<file path="src/source/bank_pkg.sv">
`default_nettype none

package bank_pkg;

  // Line address is byte address bits 31:5
  localparam int LINE_ADDR_W = 27;
  localparam int BEAT_W      = 128;
  localparam int CH_ID_W     = 2;
  localparam int WBUF_ID_W   = 8;

  // Two ways, the victim pointer is a single bit per set
  localparam int NUM_WAYS    = 2;

  typedef enum logic [1:0] {
    OP_READ  = 2'd0,
    OP_WRITE = 2'd1,
    OP_INVAL = 2'd2
  } bank_op_e;

  typedef struct packed {
    logic [CH_ID_W-1:0]     ch_id;
    bank_op_e               op;
    logic [LINE_ADDR_W-1:0] line_addr;
    logic [WBUF_ID_W-1:0]   wbuf_id;
  } bank_req_t;

  typedef struct packed {
    logic [CH_ID_W-1:0] ch_id;
    bank_op_e           op;
    logic               hit;
    logic               beat;
    logic               last;
    logic [BEAT_W-1:0]  data;
  } bank_resp_t;

  typedef struct packed {
    logic [WBUF_ID_W-1:0] wbuf_id;
    logic                 beat;
    logic [BEAT_W-1:0]    data;
  } wbuf_fill_t;

  typedef struct packed {
    logic hit;
    logic way;
  } lookup_t;

endpackage

`default_nettype wire

</file>
<file path="src/source/bank_wbuffer.sv">
`default_nettype none

module bank_wbuffer #(
  parameter int WBUF_ENTRIES = 16
) (
  input  wire                                  clk_i,
  input  wire                                  rst_i,
  input  wire                                  fill_valid_i,
  input  wire  bank_pkg::wbuf_fill_t           fill_i,
  input  wire                                  req_valid_i,
  output logic                                 req_ready_o,
  input  wire  [bank_pkg::WBUF_ID_W-1:0]       req_id_i,
  output logic                                 rtn_valid_o,
  input  wire                                  rtn_ready_i,
  output logic [1:0][bank_pkg::BEAT_W-1:0]     rtn_data_o
);

  import bank_pkg::*;

  localparam int IDX_W = $clog2(WBUF_ENTRIES);

  logic [1:0][BEAT_W-1:0] mem_q [WBUF_ENTRIES];
  logic [IDX_W-1:0]       fill_idx;
  logic [IDX_W-1:0]       req_idx;
  logic                   req_fire;

  // Low id bits pick the entry
  assign fill_idx = fill_i.wbuf_id[IDX_W-1:0];
  assign req_idx  = req_id_i[IDX_W-1:0];

  // One return in flight at a time
  assign req_ready_o = !rtn_valid_o;
  assign req_fire    = req_valid_i && req_ready_o;

  always_ff @(posedge clk_i) begin
    if (fill_valid_i) begin
      mem_q[fill_idx][fill_i.beat] <= fill_i.data;
    end
    if (req_fire) begin
      rtn_data_o <= mem_q[req_idx];
    end
  end

  always_ff @(posedge clk_i or posedge rst_i) begin
    if (rst_i) begin
      rtn_valid_o <= 1'b0;
    end else if (req_fire) begin
      rtn_valid_o <= 1'b1;
    end else if (rtn_ready_i) begin
      rtn_valid_o <= 1'b0;
    end
  end

endmodule

`default_nettype wire

</file>
<file path="config.mk">
export PLATFORM = sky130hd
export DESIGN_NAME = bank_wbuffer
export DESIGN_NICKNAME = d
export VERILOG_FILES = /design/src/source/bank_pkg.sv /design/src/source/bank_wbuffer.sv
export SDC_FILE = /design/constraint.sdc
export NUM_CORES = 2
export LEC_CHECK = 0
export BUFFER_PORTS_ARGS = -buffer_cell sky130_fd_sc_hd__buf_2
export CORE_ASPECT_RATIO = 1.75
export CORE_MARGIN = 2
export CORE_UTILIZATION = 48
export CTS_CLUSTER_DIAMETER = 200
export CTS_CLUSTER_SIZE = 25
export DETAILED_ROUTE_END_ITERATION = 8
export PLACE_DENSITY = 0.65
export SLEW_MARGIN = 10
export SYNTH_ARGS = -nofsm -noshare
export SYNTH_HDL_FRONTEND = slang
export SYNTH_SLANG_ARGS = --single-unit
</file>
<file path="constraint.sdc">
create_clock -name clk_i -period 14.3 [get_ports clk_i]
set_input_delay 2.86 -clock clk_i [delete_from_list [all_inputs] [get_ports clk_i]]
set_output_delay 2.86 -clock clk_i [all_outputs]
set_load 0.02 [all_outputs]
</file>
==> key figures <==
STA
  • Clock period minus worst slack: roughly 6 ns
  • Setup TNS: 0 ns
  • RSZ-0062 raised after global routing: no
  • Worst Tran Pin Value: about 1.3 ns
  • F_max: around 0.17 GHz
  • Final hold slack: roughly 0.62 ns
  • Layout Skew: roughly 0.074 ns
  • Final period utilization: 0.4216
  • Rel. slew slack: 0.1594
  • Final Setup Violations: 0
  • Final Slew Violations: 0
  • Final hold vios: 0

Die
  • Die footprint: ~340000 sq um
  • Die Y: a little under 800 um
  • Core area: 335100 sq um
  • Die Wd: between 400 and 500 um
  • # IOs: slightly above 400
  • Site Rows: between 200 and 300
  • Starting Density: 0.4825

Worst setup path
  • Length in cells of the worst reg-to-reg path: 4
  • Crit path from: req_id_i[0]
  • Crit path kind: input port to flop
  • Startpoint types: input port
  • CP required: roughly 15 ns
  • Crit path to: rtn_data_o[141]
  • Critical R2R Capture: rtn_data_o[155]
  • CP endpoint kind: flop
  • Reg-to-reg startpoint: rtn_valid_o
  • Reg2Reg Setup Slack: 11.16 ns
  • Crit-path max FO: 98
  • Arr. time, crit path: approximately 6.6 ns

Clock tree
  • Reg clk slew, reported paths: approximately 0.11 ns
  • Post-CTS sizing: 0
  • Clock root buffer: clkbuf_16
  • CTS tree: done
  • H-tree levels: 4
  • CTS Sinks: roughly 4.4k
  • Worst skew pair latency: 0.94 ns
  • Postcts setup bufs: 0
  • Total CTS buffers: 200
  • # hold bufs at CTS: 0
  • Clock buffer depth: 4

Logic synthesis
  • Synth area leaders: edfxtp_1 (81%), mux4_2 (13%), a22oi_1 (1.9%)
  • Synthesized area: between 150000 and 200000 sq um
  • Most used DFF post-synth: edfxtp_1
  • EDFF count, synth: 4352
  • Yosys cell types: 28
  • Synth Net Count: 6915
  • Yosys top cell by area: edfxtp_1
  • Synthesized instance count: slightly below 7k
  • Synth warn: 0
  • Yosys top cell area share: 0.8084
  • Avg Cell Area, Syn: roughly 24 sq um
  • #FFs+latches synth: roughly 4.4k
  • Post-synth ARST share: 0.0002297
  • Post-synthesis sequential area ratio: 0.8086

Route
  • Final WL: between 400000 and 500000 um
  • ANT nets after route: 0
  • Via Count: between 70k and 80k
  • # DRC: 0
  • DR vias/cell: about 6.4
  • Wire per inst: about 35 um
  • Drt pass-1 iters: 6
  • Iteration-0 DRC count of the detailed router: about 9.1k

Cells and area
  • Proportion of layout cells with a drive suffix above 1: 0.2623
  • Nets: around 7.3k
  • Finished Layout Cells: approximately 12k
  • Layout Area Growth over Synthesis: 7.906%
  • Fin area: around 170000 sq um

Place
  • HPWL after DPL: about 200000 um
  • Area post-placement: ~170000 sq um
  • Port Buffer Count: between 300 and 400
  • Placed cells: around 11k
  • GPL Wtd Cong: approximately 0.73

GRT
  • Largest net degree at the start of global routing: about 160
  • Vias in the first global route: roughly 75k
  • First-pass GRT wire length: 570800 um
  • Initial antenna violation count: about 70
  • Total GRT Usage: 0.2364
  • Grt ovf: 0

Flow run
  • # Max-Cap Violations: 0

Power
  • VDD IR-drop max: 0.09841 mV
  • Power Density: 125.5 nW/um^2
  • P_leak: 53.42 nW
  • Tot Pwr: approximately 22 mW

Min path
  • Hold WC Path Type: flop to flop

Outcome
  • Outcome: complete, no violations
per-layer routing:
metal,track usage,wire length (um),up-vias
met5,0,272,-
met4,0.05470,9750,44
met3,0.03284,30300,545
met2,0.4113,211900,3187
met1,0.3184,155100,40790
li1,-,-,29430
critical path, stage by stage:
cell and delay (ns):
buf_12 0.50, buf_4 0.88, buf_4 0.90, mux4_2 0.61, a22oi_1 0.30, nand2_1 0.32
Yosys cell counts (39+ instances only):
cell and instances:
edfxtp_1 4352, mux4_2 932, a22oi_1 399, buf_2 178, nand2_1 176, mux2_2 151, clkbuf_1 137, mux2i_1 80
nor2b_1 65, o221ai_1 54, nor2_1 41, o21ai_0 39
state kept, by name (all words and copies together), names as in the netlist:
register	count
mem_q	4096
rtn_data_o	256
rtn_valid_o	1
cell usage in the layout, fill, tap and decap left out, types with 26 or more instances in the layout:
| master | count |
|---|---|
| a22oi_1 | 399 |
| mux2_2 | 151 |
| mux2i_1 | 80 |
| nor2b_1 | 58 |
| edfxtp_1 | 4352 |
| nand2b_1 | 30 |
| buf_2 | 395 |
| o221ai_1 | 54 |
| buf_12 | 34 |
| nor2_4 | 35 |
| nand2_1 | 176 |
| mux4_2 | 932 |
| o21ai_0 | 39 |
| a221oi_1 | 26 |
| clkbuf_16 | 202 |
| buf_4 | 108 |
cell families (layout without fill, tap and decap cells):
group / count (synthesis) / count (layout) / synth area share
flops: 4353 / 4353 / 0.8086
mux: 1163 / 1163 / 0.1453
compound gates: 558 / 558 / 0.02609
buf+inv: 366 / 758 / 0.01085
simple gates: 325 / 325 / 0.009187
other cells: 0 / 19 / 0
layout make-up:
| cell class | instances | area, sq um |
|---|---|---|
| sequential | 4353 | 130700 |
| clock buffer | 211 | 5089 |
| multi-input combinational | 2046 | 29510 |
| inverter | 2 | 7.507 |
| tap | 4386 | 5488 |
| clock inverter | 5 | 72.57 |
| fill | 25420 | 160600 |
| timing repair buffer | 540 | 3512 |
| antenna | 19 | 47.55 |
how the worst min path moves through the flow:
stage / start / end / cells after the start
global placement: rtn_valid_o / rtn_valid_o / 2
finish: rtn_valid_o / rtn_valid_o / 2
CTS: rtn_valid_o / rtn_valid_o / 2
floorplan: mem_q[14][100] / rtn_data_o[100] / 3
global route: rtn_valid_o / rtn_valid_o / 2
detailed placement: rtn_valid_o / rtn_valid_o / 2
where the power goes:
part | switching [mW] | internal (mW) | leakage [nW]
Clock | 3.73 | 2.55 | 2.53
Sequential | 0.0816 | 14.3 | 39.3
Combinational | 0.836 | 0.441 | 11.5
metrics by stage:
stage,setup slack (ns),utilization
after floorplan,4.290,-
after global placement,7.176,0.5051
after detailed placement,7.184,0.5051
after CTS,8.128,0.5205
after global routing,7.964,0.5205
final,8.271,0.5206
(Power assumes the default switching activity.)
