==> src/source/bank_pkg.sv <==
`default_nettype none

package bank_pkg;

  // Line address is byte address bits 31:5
  localparam int LINE_ADDR_W = 27;
  localparam int BEAT_W      = 128;
  localparam int CH_ID_W     = 2;
  localparam int WBUF_ID_W   = 8;

  // Two ways, the victim pointer is a single bit per set
  localparam int NUM_WAYS    = 2;

  typedef enum logic [1:0] {
    OP_READ  = 2'd0,
    OP_WRITE = 2'd1,
    OP_INVAL = 2'd2
  } bank_op_e;

  typedef struct packed {
    logic [CH_ID_W-1:0]     ch_id;
    bank_op_e               op;
    logic [LINE_ADDR_W-1:0] line_addr;
    logic [WBUF_ID_W-1:0]   wbuf_id;
  } bank_req_t;

  typedef struct packed {
    logic [CH_ID_W-1:0] ch_id;
    bank_op_e           op;
    logic               hit;
    logic               beat;
    logic               last;
    logic [BEAT_W-1:0]  data;
  } bank_resp_t;

  typedef struct packed {
    logic [WBUF_ID_W-1:0] wbuf_id;
    logic                 beat;
    logic [BEAT_W-1:0]    data;
  } wbuf_fill_t;

  typedef struct packed {
    logic hit;
    logic way;
  } lookup_t;

endpackage

`default_nettype wire

==> src/source/bank_htu.sv <==
`default_nettype none

module bank_htu #(
  parameter int SET_BITS = 4
) (
  input  wire                                clk_i,
  input  wire                                rst_i,
  input  wire                                lookup_i,
  input  wire  [bank_pkg::LINE_ADDR_W-1:0]   line_addr_i,
  output bank_pkg::lookup_t                  lookup_o,
  input  wire                                update_i,
  input  wire  bank_pkg::bank_op_e           update_op_i,
  input  wire                                update_way_i
);

  import bank_pkg::*;

  localparam int NUM_SETS = 1 << SET_BITS;
  localparam int TAG_W    = LINE_ADDR_W - SET_BITS;

  logic [TAG_W-1:0]    tag_q [NUM_SETS][NUM_WAYS];
  logic [NUM_WAYS-1:0] valid_q [NUM_SETS];
  logic [NUM_SETS-1:0] victim_q;

  logic [SET_BITS-1:0] set_idx;
  logic [TAG_W-1:0]    tag;
  lookup_t             lookup_c;
  lookup_t             lookup_q;

  // Same address serves lookup and update, the controller holds it
  assign set_idx = line_addr_i[SET_BITS-1:0];
  assign tag     = line_addr_i[LINE_ADDR_W-1:SET_BITS];

  // Compare against both ways, fall back to the victim on a miss
  always_comb begin
    lookup_c.hit = 1'b0;
    lookup_c.way = victim_q[set_idx];
    for (int w = 0; w < NUM_WAYS; w++) begin
      if (valid_q[set_idx][w] && (tag_q[set_idx][w] == tag)) begin
        lookup_c.hit = 1'b1;
        lookup_c.way = 1'(w);
      end
    end
  end

  always_ff @(posedge clk_i or posedge rst_i) begin
    if (rst_i) begin
      lookup_q <= '0;
    end else if (lookup_i) begin
      lookup_q <= lookup_c;
    end
  end

  assign lookup_o = lookup_q;

  always_ff @(posedge clk_i) begin
    if (update_i && (update_op_i == OP_WRITE)) begin
      tag_q[set_idx][update_way_i] <= tag;
    end
  end

  // Hit status of the update comes from the registered lookup
  always_ff @(posedge clk_i or posedge rst_i) begin
    if (rst_i) begin
      valid_q  <= '{default: '0};
      victim_q <= '0;
    end else if (update_i) begin
      case (update_op_i)
        OP_WRITE: begin
          valid_q[set_idx][update_way_i] <= 1'b1;
          // Allocation on a miss moves the victim to the other way
          if (!lookup_q.hit) begin
            victim_q[set_idx] <= ~victim_q[set_idx];
          end
        end
        OP_INVAL: begin
          if (lookup_q.hit) begin
            valid_q[set_idx][update_way_i] <= 1'b0;
          end
        end
        default: begin
        end
      endcase
    end
  end

endmodule

`default_nettype wire

==> config.mk <==
export PLATFORM = sky130hd
export DESIGN_NAME = bank_htu
export DESIGN_NICKNAME = d
export VERILOG_FILES = /design/src/source/bank_pkg.sv /design/src/source/bank_htu.sv
export SDC_FILE = /design/constraint.sdc
export NUM_CORES = 1
export LEC_CHECK = 0
export ABC_AREA = 0
export CORE_MARGIN = 2
export CORE_UTILIZATION = 40
export DETAILED_ROUTE_END_ITERATION = 7
export DONT_BUFFER_PORTS = 1
export SLEW_MARGIN = 30
export SYNTH_ARGS = -nofsm -noshare
export SYNTH_HDL_FRONTEND = slang
export SYNTH_SLANG_ARGS = --single-unit
==> constraint.sdc <==
create_clock -name clk_i -period 5.45 [get_ports clk_i]
set_clock_uncertainty 0.1 [all_clocks]
set_input_delay 1.09 -clock clk_i [delete_from_list [all_inputs] [get_ports clk_i]]
set_output_delay 1.09 -clock clk_i [all_outputs]
set_load 0.02 [all_outputs]
==> results.json <==
{
  "rows": 102,
  "layout-drive-gt1-share_pct": 25.1,
  "flow.area_growth_from_synthesis_pct": 11.9,
  "path_clk_slew_ns": 0.06,
  "asyncSetResetFlopFracSynth_pct": 6.36,
  "synth_flop_cell": "edfxtp_1",
  "power.clock.fraction_pct": 41.6,
  "finalNonFillerCells": 2689,
  "post_synth_edffs": 736,
  "irDropWorstVdd_mv": 0.202,
  "crit_path_start_kind": "input port",
  "clock_sinks": 786,
  "clock_tree.root_cell": "clkbuf_16",
  "count_of_inserted_antenna_diode_cells": 0,
  "grt-ovfl-total": 0,
  "final.fill_count": 6469,
  "htree_levels": 3,
  "gr-usage-all-layers_pct": 18.5,
  "setup_total_negative_slack_ns": 0,
  "die-area_mm2": 0.0806,
  "drt_iter0_markers": 1693,
  "mostFrequentLayoutCell": "edfxtp_1",
  "maxSlewHeadroom_pct": 40.5,
  "first_pass_grt_wire_length_mm": 109,
  "status": "complete, no violations",
  "drc": 0,
  "synth.yosys.warnings": 0,
  "via_count": 15500,
  "hold_viol_final": 0,
  "leakage_power_uw": 0.0112,
  "dieWidth_um": 284,
  "grt_setup_unrepaired": "no",
  "postRouteAntennaNets": 0,
  "max_freq_ghz": 0.280,
  "core_mm2": 0.0775,
  "avgRoutedWirePerCell_um": 27.8,
  "synth_area_leader_cell": "edfxtp_1",
  "cts_tree": "built",
  "cts_buffer_depth": 3,
  "wirelength_mm": 74.8,
  "endpoint_kind": "register",
  "synth_nets": 1582,
  "power.net_switching_uw": 2500,
  "antenna_found_initial": 1,
  "cts_post_setup_buffers_inserted": 0,
  "drtPass1Iterations": 5,
  "hpwl_mm": 41.2,
  "cp_max_fo": 202,
  "first_global_vias": 15500,
  "final_worst_path_period_share_pct": 65.5,
  "hold_path.class": "in -> async",
  "seqPwrFrac_pct": 54.3,
  "synth.ff_latch_count": 786,
  "mostFrequentLayoutCells": "edfxtp_1, mux4_2, clkbuf_16",
  "synthesis.area_mm2": 0.0313,
  "routed_via_density": 5.75,
  "post_cts_hold_fix_bufs": 0,
  "num-nets-final": 1621,
  "arrival_ns": 4.03,
  "initial_utilization_pct": 40.5,
  "multiInputGateArea_mm2": 0.00764,
  "share_of_synthesized_area_occupied_by_flip_flops_and_latches_pct": 74.5,
  "post_cts_resize_count": 0,
  "power_density_mw_per_mm2": 352,
  "period_minus_slack_ns": 3.57,
  "synth_top_area_share_pct": 70.5,
  "portBuffers": 0,
  "synth.area.top_cells": "edfxtp_1, mux4_2, dfrtp_1",
  "timing.final.max_slew_violations": 0,
  "synth_area_per_cell_um2": 20.2,
  "pin_count_of_the_biggest_net_entering_global_routing": 203,
  "worst_ep_required_time_ns": 5.91,
  "power_switching_share_pct": 20.2,
  "path_class": "in -> reg",
  "final-seq-area_mm2": 0.0234,
  "worst_pin_slew_ns": 0.891,
  "internal-power_uw": 9830,
  "p_comb_share_pct": 4.1,
  "tritoncts_buffers": 77,
  "yosys.cell_types.count": 63,
  "cap_violations": 0,
  "clock_insertion_delay_worst_skew_ns": 0.63,
  "dp.cells": 2548,
  "ios": 36,
  "synth_instances": 1548,
  "setup_viol": 0,
  "gp_routability_congestion": 0.793,
  "die_height_um": 284
}
==> routing by layer <==
layer	vias up	wire (um)	track usage [%]
met2	626	34900	28.7
met4	0	2060	6.24
li1	6452	-	-
met5	-	0	0
met1	8264	31500	26.0
met3	114	6300	4.28
==> cells in the mapped netlist, types with 19 or more instances <==
library cell  number
clkbuf_1          33
xnor2_1           19
dfrtp_1           50
mux4_2           188
nand2_1           47
xor2_1            20
o21ai_0           63
mux2_2            33
edfxtp_1         736
buf_2             22
mux2i_1           77
nor2_1            78
==> logic make-up (layout without fill, tap and decap cells) <==
| family | count (synthesis) | in the layout | synth area share (%) |
|---|---|---|---|
| flops | 786 | 786 | 74.5 |
| compound gates | 157 | 157 | 3.27 |
| xor+xnor | 39 | 39 | 1.09 |
| buf+inv | 94 | 195 | 1.49 |
| mux | 298 | 298 | 17.2 |
| simple gates | 174 | 174 | 2.48 |
==> worst max-delay path, stage by stage <==
cell and delay (ns):
mux4_2 0.69, mux2i_1 0.43, nor2_1 0.08, o21ai_0 0.25
o21ai_0 0.25, nor4bb_1 0.52, and4_1 0.28, a211o_1 0.10
==> power by group through the flow <==
stage	Sequential, uW	Combinational, uW	Clock (uW)
after floorplan	6810	457	0
after detailed placement	6820	500	0
after global routing	6700	538	5470
after global placement	6820	494	0
after CTS	6690	503	5240
final	6690	505	5130
==> final timing paths <==
path | startpoint | endpoint | slack [ns] | cells after the start
worst max-delay path | line_addr_i[0] | lookup_o[1] | 1.88 | 8
worst min-delay path | rst_i | async pin | 0.33 | 1
worst max register to register | lookup_o[1] | tag_q[10][34] | 2.31 | 7
worst min register to register | victim_q[8] | victim_q[8] | 0.41 | 1
max in group asynchronous | rst_i | victim_q[9] | 4.50 | 1
min in group clk_i | victim_q[8] | victim_q[8] | 0.41 | 1
==> per-stage QoR <==
| step | power, uW | hold WS, ns | instance area, um^2 | setup WS, ns | util [%] |
|---|---|---|---|---|---|
| after floorplan | 7270 | 0.368 | 31300 | 1.50 | - |
| after global placement | 7310 | 0.383 | 32600 | 1.42 | 42.1 |
| after detailed placement | 7320 | 0.394 | 32600 | 1.49 | 42.1 |
| after CTS | 12400 | 0.335 | 35100 | 2.13 | 45.3 |
| after global routing | 12700 | 0.400 | 35100 | 1.98 | 45.3 |
| final | 12300 | 0.334 | 35100 | 1.88 | 45.3 |
==> flip-flops by register name, indices dropped and copies added (netlist names), named ones only <==
register / count
lookup_o: 2
tag_q: 736
victim_q: 16
==> area by class of cell <==
class | count | area share, %
inverters | 16 | 0.178
clock inverters | 48 | 1.12
flip-flops and latches | 786 | 66.6
multi-input cells | 668 | 21.8
clock buffers | 93 | 5.79
well taps | 1040 | 3.71
repair buffers | 38 | 0.814
(Power assumes the default switching activity.)
