==> config.mk <==
export PLATFORM = sky130hd
export DESIGN_NAME = bank_sram_controller
export DESIGN_NICKNAME = d
export VERILOG_FILES = /design/src/source/bank_pkg.sv /design/src/source/bank_sram_controller.sv
export SDC_FILE = /design/constraint.sdc
export NUM_CORES = 1
export LEC_CHECK = 0
export BUFFER_PORTS_ARGS = -buffer_cell sky130_fd_sc_hd__buf_2
export CORE_AREA = 4 4 292 294
export DETAILED_ROUTE_END_ITERATION = 6
export DIE_AREA = 0 0 296 298
export SLEW_MARGIN = 15
export SYNTH_ARGS = -nofsm -noshare
export SYNTH_HDL_FRONTEND = slang
export SYNTH_SLANG_ARGS = --single-unit
export TNS_END_PERCENT = 30
==> constraint.sdc <==
create_clock -name clk_i -period 5.03 [get_ports clk_i]
set_clock_uncertainty 0.1 [all_clocks]
set_input_delay 0.2515 -clock clk_i [delete_from_list [all_inputs] [get_ports clk_i]]
set_output_delay 0.2515 -clock clk_i [all_outputs]
set_load 0.03 [all_outputs]
==> src/source/bank_pkg.sv <==
`default_nettype none

package bank_pkg;

  // Line address is byte address bits 31:5
  localparam int LINE_ADDR_W = 27;
  localparam int BEAT_W      = 128;
  localparam int CH_ID_W     = 2;
  localparam int WBUF_ID_W   = 8;

  // Two ways, the victim pointer is a single bit per set
  localparam int NUM_WAYS    = 2;

  typedef enum logic [1:0] {
    OP_READ  = 2'd0,
    OP_WRITE = 2'd1,
    OP_INVAL = 2'd2
  } bank_op_e;

  typedef struct packed {
    logic [CH_ID_W-1:0]     ch_id;
    bank_op_e               op;
    logic [LINE_ADDR_W-1:0] line_addr;
    logic [WBUF_ID_W-1:0]   wbuf_id;
  } bank_req_t;

  typedef struct packed {
    logic [CH_ID_W-1:0] ch_id;
    bank_op_e           op;
    logic               hit;
    logic               beat;
    logic               last;
    logic [BEAT_W-1:0]  data;
  } bank_resp_t;

  typedef struct packed {
    logic [WBUF_ID_W-1:0] wbuf_id;
    logic                 beat;
    logic [BEAT_W-1:0]    data;
  } wbuf_fill_t;

  typedef struct packed {
    logic hit;
    logic way;
  } lookup_t;

endpackage

`default_nettype wire

==> src/source/bank_sram_controller.sv <==
`default_nettype none

module bank_sram_controller #(
  parameter int SET_BITS = 4
) (
  input  wire                                   clk_i,
  input  wire                                   rst_i,
  input  wire                                   req_valid_i,
  output logic                                  req_ready_o,
  input  wire  bank_pkg::bank_req_t             req_i,
  output logic                                  resp_valid_o,
  input  wire                                   resp_ready_i,
  output bank_pkg::bank_resp_t                  resp_o,
  output logic                                  lookup_o,
  output logic [bank_pkg::LINE_ADDR_W-1:0]      line_addr_o,
  input  wire  bank_pkg::lookup_t               lookup_i,
  output logic                                  update_o,
  output bank_pkg::bank_op_e                    update_op_o,
  output logic                                  update_way_o,
  output logic                                  wbuf_req_valid_o,
  input  wire                                   wbuf_req_ready_i,
  output logic [bank_pkg::WBUF_ID_W-1:0]        wbuf_req_id_o,
  input  wire                                   wbuf_rtn_valid_i,
  output logic                                  wbuf_rtn_ready_o,
  input  wire  [1:0][bank_pkg::BEAT_W-1:0]      wbuf_rtn_data_i,
  output logic                                  sram_rd_o,
  output logic                                  sram_wr_o,
  output logic [SET_BITS-1:0]                   sram_set_o,
  output logic                                  sram_way_o,
  output logic                                  sram_beat_o,
  output logic [bank_pkg::BEAT_W-1:0]           sram_wdata_o,
  input  wire  [bank_pkg::BEAT_W-1:0]           sram_rdata_i,
  output logic                                  beat_clr_o,
  output logic                                  beat_adv_o,
  input  wire                                   beat_i,
  input  wire                                   beat_last_i
);

  import bank_pkg::*;

  typedef enum logic [2:0] {
    S_IDLE,
    S_LOOKUP,
    S_FETCH,
    S_WRITE,
    S_READ,
    S_RESP
  } state_e;

  state_e            state_q;
  state_e            state_d;
  bank_req_t         req_q;
  logic              resp_valid_q;
  logic [BEAT_W-1:0] resp_data_q;
  logic              fetch_sent_q;
  logic              accept;
  logic              resp_fire;
  logic              resp_last;
  logic              enter_resp;
  logic              is_read;
  logic [BEAT_W-1:0] beat_data;

  assign req_ready_o = (state_q == S_IDLE);
  assign accept      = req_valid_i && req_ready_o;
  assign is_read     = (req_q.op == OP_READ);
  assign resp_fire   = resp_valid_q && resp_ready_i;
  // Acks are a single beat
  assign resp_last   = !is_read || beat_last_i;
  assign enter_resp  = (state_d == S_RESP) && (state_q != S_RESP);
  // Zero data on a read miss
  assign beat_data   = lookup_i.hit ? sram_rdata_i : '0;

  assign lookup_o     = (state_q == S_LOOKUP);
  assign line_addr_o  = req_q.line_addr;
  assign update_o     = ((state_q == S_WRITE) && beat_last_i) ||
                        ((state_q == S_READ) && (req_q.op == OP_INVAL));
  assign update_op_o  = req_q.op;
  assign update_way_o = lookup_i.way;

  assign wbuf_req_valid_o = (state_q == S_FETCH) && !fetch_sent_q;
  assign wbuf_req_id_o    = req_q.wbuf_id;
  // Return is released once its second beat is in the array
  assign wbuf_rtn_ready_o = (state_q == S_WRITE) && beat_last_i;

  assign sram_rd_o    = (state_q == S_READ) && is_read && lookup_i.hit;
  assign sram_wr_o    = (state_q == S_WRITE);
  assign sram_set_o   = req_q.line_addr[SET_BITS-1:0];
  assign sram_way_o   = lookup_i.way;
  assign sram_beat_o  = beat_i;
  assign sram_wdata_o = wbuf_rtn_data_i[beat_i];

  // Counter wraps back to zero by the time RESP is entered
  assign beat_clr_o = (state_q == S_IDLE);
  assign beat_adv_o = (state_q == S_WRITE) ||
                      ((state_q == S_READ) && is_read) ||
                      (resp_fire && !resp_last);

  assign resp_valid_o = resp_valid_q;

  always_comb begin
    resp_o.ch_id = req_q.ch_id;
    resp_o.op    = req_q.op;
    resp_o.hit   = lookup_i.hit;
    resp_o.beat  = beat_i;
    resp_o.last  = resp_last;
    resp_o.data  = resp_data_q;
  end

  always_comb begin
    state_d = state_q;
    case (state_q)
      S_IDLE:   if (accept) state_d = S_LOOKUP;
      S_LOOKUP: state_d = (req_q.op == OP_WRITE) ? S_FETCH : S_READ;
      S_FETCH:  if (fetch_sent_q && wbuf_rtn_valid_i) state_d = S_WRITE;
      S_WRITE:  if (beat_last_i) state_d = S_RESP;
      // Invalidate spends one cycle here for its tag update
      S_READ:   if (!is_read || beat_last_i) state_d = S_RESP;
      S_RESP:   if (resp_fire && resp_last) state_d = S_IDLE;
      default:  state_d = S_IDLE;
    endcase
  end

  always_ff @(posedge clk_i or posedge rst_i) begin
    if (rst_i) begin
      state_q      <= S_IDLE;
      resp_valid_q <= 1'b0;
      fetch_sent_q <= 1'b0;
    end else begin
      state_q <= state_d;
      if (enter_resp) begin
        resp_valid_q <= 1'b1;
      end else if (resp_fire && resp_last) begin
        resp_valid_q <= 1'b0;
      end
      if (wbuf_req_valid_o && wbuf_req_ready_i) begin
        fetch_sent_q <= 1'b1;
      end else if (state_d != S_FETCH) begin
        fetch_sent_q <= 1'b0;
      end
    end
  end

  // First read beat arrives while beat 1 is being read
  always_ff @(posedge clk_i) begin
    if (accept) begin
      req_q <= req_i;
    end
    if (enter_resp) begin
      resp_data_q <= is_read ? beat_data : '0;
    end else if (resp_fire && !resp_last) begin
      resp_data_q <= beat_data;
    end
  end

endmodule

`default_nettype wire

==> results of run 1 <==
==> per-layer routing <==
layer,vias to the layer above,share of wire,track usage
li1,4853,-,-
met1,5035,0.32,0.114
met2,567,0.53,0.231
met3,80,0.11,0.0601
met4,0,0.042,0.0657
met5,-,0,0
==> area by class of cell <==
| class | instances | area [um2] |
|---|---|---|
| antenna | 13 | 32.5 |
| clock buffer | 17 | 425 |
| clock inverter | 15 | 174 |
| fill | 9052 | 66400 |
| inverter | 4 | 15.0 |
| multi-input combinational | 558 | 3760 |
| sequential | 172 | 5140 |
| tap | 1080 | 1350 |
| timing repair buffer | 928 | 5580 |
==> registers in the layout, summed over array words and instances (netlist names) <==
| signal | flops |
|---|---|
| resp_valid_o | 1 |
| resp_data_q | 128 |
| wbuf_req_id_o | 8 |
| resp_o | 2 |
| line_addr_o | 27 |
| fetch_sent_q | 1 |
| update_op_o | 2 |
| state_q | 3 |
==> layout by cell type, fill, tap and decap left out, types with 2 or more instances in the layout <==
master and instances:
sky130_fd_sc_hd__nor2b_1 4, sky130_fd_sc_hd__diode_2 13, sky130_fd_sc_hd__buf_2 744, sky130_fd_sc_hd__clkbuf_16 17, sky130_fd_sc_hd__nor2_1 4, sky130_fd_sc_hd__inv_1 4
sky130_fd_sc_hd__nand2_1 6, sky130_fd_sc_hd__bufinv_16 2, sky130_fd_sc_hd__inv_8 3, sky130_fd_sc_hd__o21ai_1 121, sky130_fd_sc_hd__a21oi_1 4, sky130_fd_sc_hd__clkinvlp_4 3
sky130_fd_sc_hd__buf_12 4, sky130_fd_sc_hd__inv_6 6, sky130_fd_sc_hd__dfrtp_1 5, sky130_fd_sc_hd__and3_1 2, sky130_fd_sc_hd__o21ai_0 10, sky130_fd_sc_hd__edfxtp_1 167
sky130_fd_sc_hd__nor3_1 2, sky130_fd_sc_hd__mux2_2 128, sky130_fd_sc_hd__nand3_2 18, sky130_fd_sc_hd__buf_4 11, sky130_fd_sc_hd__nand3_1 239, sky130_fd_sc_hd__dlygate4sd3_1 168
==> worst max-delay path: cells and delay by family (launching register included) <==
kind                   cells  cell delay, ps
AND/OR/NAND/NOR            2             820
flip-flops                 1             560
AO/OA/AOI/OAI              2             230
buffers and inverters      2             610
==> how the worst min path moves through the flow <==
| stage | from | depth (start not counted) | endpoint |
|---|---|---|---|
| 2_1_floorplan | rst_i | 1 | fetch_sent_q$_DFFE_PP0P_ |
| 3_3_place_gp | rst_i | 2 | state_q[1]$_DFF_PP0_ |
| 3_5_place_dp | rst_i | 2 | state_q[1]$_DFF_PP0_ |
| 4_1_cts | sram_rdata_i[126] | 3 | resp_data_q[126]$_DFFE_PP_ |
| 5_1_grt | sram_rdata_i[126] | 3 | resp_data_q[126]$_DFFE_PP_ |
| 6_report | rst_i | 3 | state_q[2]$_DFF_PP0_ |
==> kinds of logic after synthesis <==
family	share of synthesized area
mux	0.152
buf+inv	0.0640
flops	0.542
compound gates	0.0803
simple gates	0.162
==> power by group through the flow <==
stage	sequential [mW]	combinational (mW)	clock (mW)
6_report	2.46	3.74	1.44
5_1_grt	2.51	4.01	1.54
4_1_cts	2.46	3.82	1.50
3_5_place_dp	2.49	3.72	0
3_3_place_gp	2.48	3.69	0
2_1_floorplan	3.45	1.48	0
==> timing repair <==
action / CTS / global route
endpoints found under the hold margin: 172 / 0
buffers inserted: 0 / 0
hold buffers: 168 / 0
==> metrics.log, run 1 <==
INFO  metric clk-insertion-delay-late = roughly 500 ps
INFO  metric globalRouteOverflowTotal = 0
INFO  metric worst_r2r_endpoint = resp_data_q[32]$_DFFE_PP_
INFO  metric tritoncts_clock_tree = done
INFO  metric required = about 5200 ps
INFO  metric post_synth_most_frequent_cells = sky130_fd_sc_hd__nand3_1 (239), sky130_fd_sc_hd__edfxtp_1 (167), sky130_fd_sc_hd__mux2_2 (128)
INFO  metric cp-start-kind = flop
INFO  metric ctsLongestPathBuffers = 2
INFO  metric gp_congestion = 0.932
INFO  metric worst-setup-path-type = reg -> reg
INFO  metric postSynthAreaPerCell = roughly 11 um2
INFO  metric rr_startpoint = state_q[0]$_DFF_PP0_
INFO  metric cts_root_buf = sky130_fd_sc_hd__clkbuf_16
INFO  metric number_of_cells_on_the_worst_reg_to_reg_path = 6
INFO  metric dr.pass1.iters = 5
INFO  metric maxSlewHeadroom = 0.303
INFO  metric worst-endpoint-arrival = between 2000 and 3000 ps
INFO  metric final_cell_utilization_of_the_core = 0.199
INFO  metric critPathMaxStageDelay = a little under 600 ps
INFO  metric synthDominantCellAreaShare = 0.529
INFO  metric synth_edf_count = approximately 170
INFO  metric peakVddDrop = 0.274 mV
INFO  metric finalNonFillerCells = approximately 2800
INFO  metric yosysMostFrequentCell = sky130_fd_sc_hd__nand3_1
INFO  metric rows = between 100 and 150
INFO  metric yosysTopAreaCell = sky130_fd_sc_hd__edfxtp_1
INFO  metric drt-initial-drc-count = 691
INFO  metric timing_max_transition_violations_final = 0
INFO  metric slowest_cell_on_crit_path = sky130_fd_sc_hd__nor2_4
INFO  metric synth.net_count = 1268
INFO  metric final_min_period_over_clock_period = 0.542
INFO  metric die_y = 298 um
INFO  metric sequentialPowerShare = 0.321
INFO  metric remaining_drc_errors = 0
INFO  metric final_layout_size_suffix_gt1_frac = 0.558
INFO  metric post_cts_resized = 0
INFO  metric power.density_cell_area = between 400 and 500 nW/um2
INFO  metric final_critical_path_setup_slack = ~2300 ps
INFO  metric clockPowerShare = 0.189
INFO  metric finalHoldViolCount = 0
INFO  metric placeableCoreArea = slightly above 80000 um2
INFO  metric synth.cell_area = ~9500 um2
INFO  metric ant_nets = 0
INFO  metric pin_count_of_the_biggest_net_entering_global_routing = 95
INFO  metric finalCriticalPeriod = between 2000 and 3000 ps
INFO  metric seq_area_frac_synth = 0.542
INFO  metric setup_violations = 0
INFO  metric endpoint = resp_data_q[32]$_DFFE_PP_
INFO  metric avgViaCountPerCell = about 3.8
INFO  metric internal-power = just over 4 mW
INFO  metric switching_share = 0.473
INFO  metric post-route-cell-area = 16500 um2
INFO  metric critPathLaunch = state_q[0]$_DFF_PP0_
INFO  metric worst-slew-pin-transition = 1040 ps
INFO  metric leakage = between 6 and 7 nW
INFO  metric groute.usage.overall = 0.126
INFO  metric grt_pass1_vias = about 11000
INFO  metric overall_power = about 7.6 mW
INFO  metric die_area = just under 90000 um2
INFO  metric nNetsFinal = approximately 2100
INFO  metric reg2reg_setup_slack = roughly 2300 ps
INFO  metric num_vias = around 11000
INFO  metric place.port_buffers = 746
INFO  metric unrepaired_setup_endpoints_after_global_routing = false
INFO  metric cts-buffers-inserted = 17
INFO  metric drv_cap = 0
INFO  metric commonest_register_cell_after_synthesis = sky130_fd_sc_hd__edfxtp_1
INFO  metric cts.sinks = ~170
INFO  metric fmaxAchievable = 0.367 GHz
INFO  metric floorplan.initialDensity = 0.114
INFO  metric yosysUniqueCellTypes = 36
INFO  metric io-pin-count = 750
INFO  metric area_delta_synth_final = 73.8%
INFO  metric cts_max_level = 4
INFO  metric dpl-instance-area = around 14000 um2
INFO  metric chipWidth = slightly below 300 um
INFO  metric number_of_instances_in_the_synthesized_netlist = roughly 840
INFO  metric synthArstFlopShare = 0.0291
INFO  metric hold_ws = 99.5 ps
INFO  metric critical_path.cell_chain = nor2b_1, a2bb2oi_1, nor2_4, buf_12, buf_4, o21ai_1
INFO  metric synth-seq-cells = between 150 and 200
INFO  metric outcome = completed
INFO  metric post-place-ws = between 2000 and 2500 ps
INFO  metric worstHoldPathType = in -> async
INFO  metric place_inst = between 2000 and 3000
INFO  metric wire_per_inst = 20.9 um
INFO  metric synthTopCellsByArea = sky130_fd_sc_hd__edfxtp_1 (53%), sky130_fd_sc_hd__mux2_2 (15%), sky130_fd_sc_hd__nand3_1 (13%)
INFO  metric drt_wl_total = between 50000 and 60000 um
INFO  metric grt_antenna_before_repair = 20
INFO  metric cts_clk_pin_slew_worst_paths = roughly 70 ps
INFO  metric final.setup.tns = 0 ps
INFO  metric first_pass_grt_wire_length = 78100 um
INFO  metric timing.critical_path.fanout_max = 75
INFO  metric comb_power_share = 0.490
INFO  metric netSwitchingPower = between 3 and 4 mW
INFO  metric critical_path.endpoint_type = flop
INFO  metric place.detailed.hpwl = 46000 um
INFO  metric yosysWarningCount = 0
Note: power is estimated with default switching activity, not from simulation.
==> run 2, diff against run 1 <==
==> constraint.sdc (replaced) <==
create_clock -name clk_i -period 2.72 [get_ports clk_i]
set_clock_uncertainty 0.1 [all_clocks]
set_input_delay 0.136 -clock clk_i [delete_from_list [all_inputs] [get_ports clk_i]]
set_output_delay 0.136 -clock clk_i [all_outputs]
set_load 0.03 [all_outputs]
==> run 2 against run 1 <==
Effect of this change:
- clock power grew 77%
- die area is the same
- cell count increased by 0.68%
- critical path type unchanged
- register-to-register slack got worse by 1900 ps
- critical endpoint is now resp_data_q[120]$_DFFE_PP_
- sequential power is 84% higher
==> metrics.log, run 2 (synthesized netlist as in run 1, its figures left out) <==
INFO  metric cts_clk_pin_slew_worst_paths = 90 ps (+20 ps)
INFO  metric netSwitchingPower = 6.83 mW (+89%)
INFO  metric finalHoldViolCount = 0 (unchanged)
INFO  metric dpl-instance-area = 14500 um2 (+2.3%)
INFO  metric final_cell_utilization_of_the_core = 0.203 (+0.00403)
INFO  metric final.setup.tns = 0 ps (unchanged)
INFO  metric place.port_buffers = 746 (unchanged)
INFO  metric required = 2860 ps (-2320 ps)
INFO  metric wire_per_inst = 21.3 um (+1.9%)
INFO  metric placeableCoreArea = 82900 um2 (unchanged)
INFO  metric cp-start-kind = flop
INFO  metric globalRouteOverflowTotal = 0 (unchanged)
INFO  metric comb_power_share = 0.509 (+0.019)
INFO  metric chipWidth = 296 um (unchanged)
INFO  metric groute.usage.overall = 0.130 (+0.00380)
INFO  metric drv_cap = 0 (unchanged)
INFO  metric timing_max_transition_violations_final = 0 (unchanged)
INFO  metric area_delta_synth_final = 77.3%
INFO  metric post-route-cell-area = 16800 um2 (+2.0%)
INFO  metric die_y = 298 um (unchanged)
INFO  metric cts.sinks = 172 (unchanged)
INFO  metric fmaxAchievable = 0.440 GHz (+20%)
INFO  metric final_min_period_over_clock_period = 0.836 (+0.294)
INFO  metric setup_violations = 0 (unchanged)
INFO  metric overall_power = 14.4 mW (+88%)
INFO  metric unrepaired_setup_endpoints_after_global_routing = false
INFO  metric pin_count_of_the_biggest_net_entering_global_routing = 129 (+36%)
INFO  metric leakage = 7.10 nW (+2.4%)
INFO  metric internal-power = 7.57 mW (+88%)
INFO  metric worst-setup-path-type = reg -> reg
INFO  metric layout_commonest_cell = sky130_fd_sc_hd__buf_2
INFO  metric timing.critical_path.fanout_max = 128 (+71%)
INFO  metric rows = 106 (unchanged)
INFO  metric post_cts.repair.setup_buffers = 0 (unchanged)
INFO  metric registers.top_by_ff_count = resp_data_q
INFO  metric grt_pass1_vias = 10763 (-0.22%)
INFO  metric layout.filler_cells = 9071 (+0.21%)
INFO  metric drt-initial-drc-count = 474 (-31%)
INFO  metric finalCriticalPeriod = 2270 ps (-450 ps)
INFO  metric num_vias = 10639 (+0.99%)
INFO  metric switching_share = 0.474 (+0.000546)
INFO  metric dr.pass1.iters = 5 (unchanged)
INFO  metric largest_register_ff_count = 128 (unchanged)
INFO  metric remaining_drc_errors = 0 (unchanged)
INFO  metric first_pass_grt_wire_length = 79900 um (+2.4%)
INFO  metric multiInputGateArea = 3770 um2 (+0.23%)
INFO  metric area.sequential = 5140 um2 (unchanged)
INFO  metric ctsLongestPathBuffers = 2 (unchanged)
INFO  metric layout.cells.most_common_list = sky130_fd_sc_hd__buf_2 (744), sky130_fd_sc_hd__nand3_1 (239), sky130_fd_sc_hd__dlygate4sd3_1 (172)
INFO  metric worstHoldPathType = in -> reg
INFO  metric cts_max_level = 4 (unchanged)
INFO  metric floorplan.initialDensity = 0.114 (unchanged)
INFO  metric gp_congestion = 0.928 (-0.42%)
INFO  metric avgViaCountPerCell = 3.79 (+0.30%)
INFO  metric io-pin-count = 750 (unchanged)
INFO  metric clk-insertion-delay-late = 490 ps (about the same)
INFO  metric cts-buffers-inserted = 17 (unchanged)
INFO  metric post_cts_resized = 0 (unchanged)
INFO  metric final_layout_size_suffix_gt1_frac = 0.563 (+0.00409)
INFO  metric ant_nets = 0 (unchanged)
INFO  metric maxSlewHeadroom = 0.423 (+0.119)
INFO  metric place.detailed.hpwl = 48000 um (+4.4%)
INFO  metric grt_antenna_before_repair = 13 (-35%)
INFO  metric clockPowerShare = 0.177 (-0.012)
INFO  metric cts_root_buf = sky130_fd_sc_hd__clkbuf_16
INFO  metric worst-endpoint-arrival = 2410 ps (-460 ps)
INFO  metric nNetsFinal = 2139 (+1.2%)
INFO  metric outcome = completed
INFO  metric die_area = 88200 um2 (unchanged)
INFO  metric power.density_cell_area = 856 nW/um2 (+85%)
INFO  metric sequentialPowerShare = 0.314 (-0.007)
INFO  metric tritoncts_clock_tree = done
INFO  metric worst-slew-pin-transition = 866 ps (-179 ps)
INFO  metric drt_wl_total = 59900 um (+2.6%)
INFO  metric critical_path.endpoint_type = flop
INFO  metric peakVddDrop = 0.550 mV (+100%)
## run 2: cell count changes in the layout (fill, tap and decap cells not counted), sizes merged
cell,before,now
bufinv,2,0
inv,13,11
dlygate4sd3,168,172
clkinv,1,6
buf,760,781
diode,13,7
clkinvlp,3,2
## run 2: routing by layer
layer	share of wire	GRT usage	wire length, um
met3	0.10	0.0564	6100
met5	0.00045	0	27
met4	0.043	0.0590	2580
met1	0.32	0.120	19100
met2	0.53	0.243	32000
## run 2: what timing repair did
action,in CTS,in global routing
endpoints found under the setup margin,0,0
hold endpoints to repair,175,0
hold buffers,172,0
## run 2: area by class of cell
class,instances,share of cell area
Timing Repair Buffer,953,0.353
Sequential cell,172,0.306
Multi-Input combinational cell,558,0.224
Tap cell,1080,0.0804
Clock buffer,17,0.0253
Clock inverter,15,0.00915
Antenna cell,7,0.00104
Inverter,4,0.000893
## run 2: path summary, 6_finish.rpt
path | from | to | slack, ps | cells past startpoint
hold reg to reg | fetch_sent_q$_DFFE_PP0P_ | fetch_sent_q$_DFFE_PP0P_ | 470 | 1
max in group asynchronous | rst_i | state_q[2]$_DFF_PP0_ | 1770 | 4
hold / removal | wbuf_rtn_valid_i | state_q[0]$_DFF_PP0_ | 60 | 5
min in group asynchronous | rst_i | state_q[0]$_DFF_PP0_ | 540 | 4
setup reg to reg | state_q[0]$_DFF_PP0_ | resp_data_q[120]$_DFFE_PP_ | 450 | 5
setup / recovery | state_q[0]$_DFF_PP0_ | resp_data_q[120]$_DFFE_PP_ | 450 | 5
## run 2: stage by stage
step | cells | hold slack [ps] | setup WS (ps)
floorplan | 835 | -185 | 66.1
finish | 2806 | 64.5 | 446
global route | 2803 | 85.7 | 300
detailed placement | 2595 | -38.9 | 498
CTS | 2799 | 3.27 | 414
global placement | 2595 | -41.0 | 538
## run 2: power groups by stage
stage	Sequential [mW]	Combinational (mW)	Clock [mW]
after detailed placement	4.58	7.26	0
after floorplan	6.26	2.75	0
after global routing	4.60	7.85	2.76
final	4.52	7.33	2.55
after global placement	4.57	7.21	0
after CTS	4.53	7.47	2.68
## run 2: critical path: stages, from the launching register on
cell and delay (ps):
sky130_fd_sc_hd__dfrtp_1 580, sky130_fd_sc_hd__nand2_1 120, sky130_fd_sc_hd__or3_4 400, sky130_fd_sc_hd__buf_12 190, sky130_fd_sc_hd__nand3_1 260, sky130_fd_sc_hd__o21ai_1 90
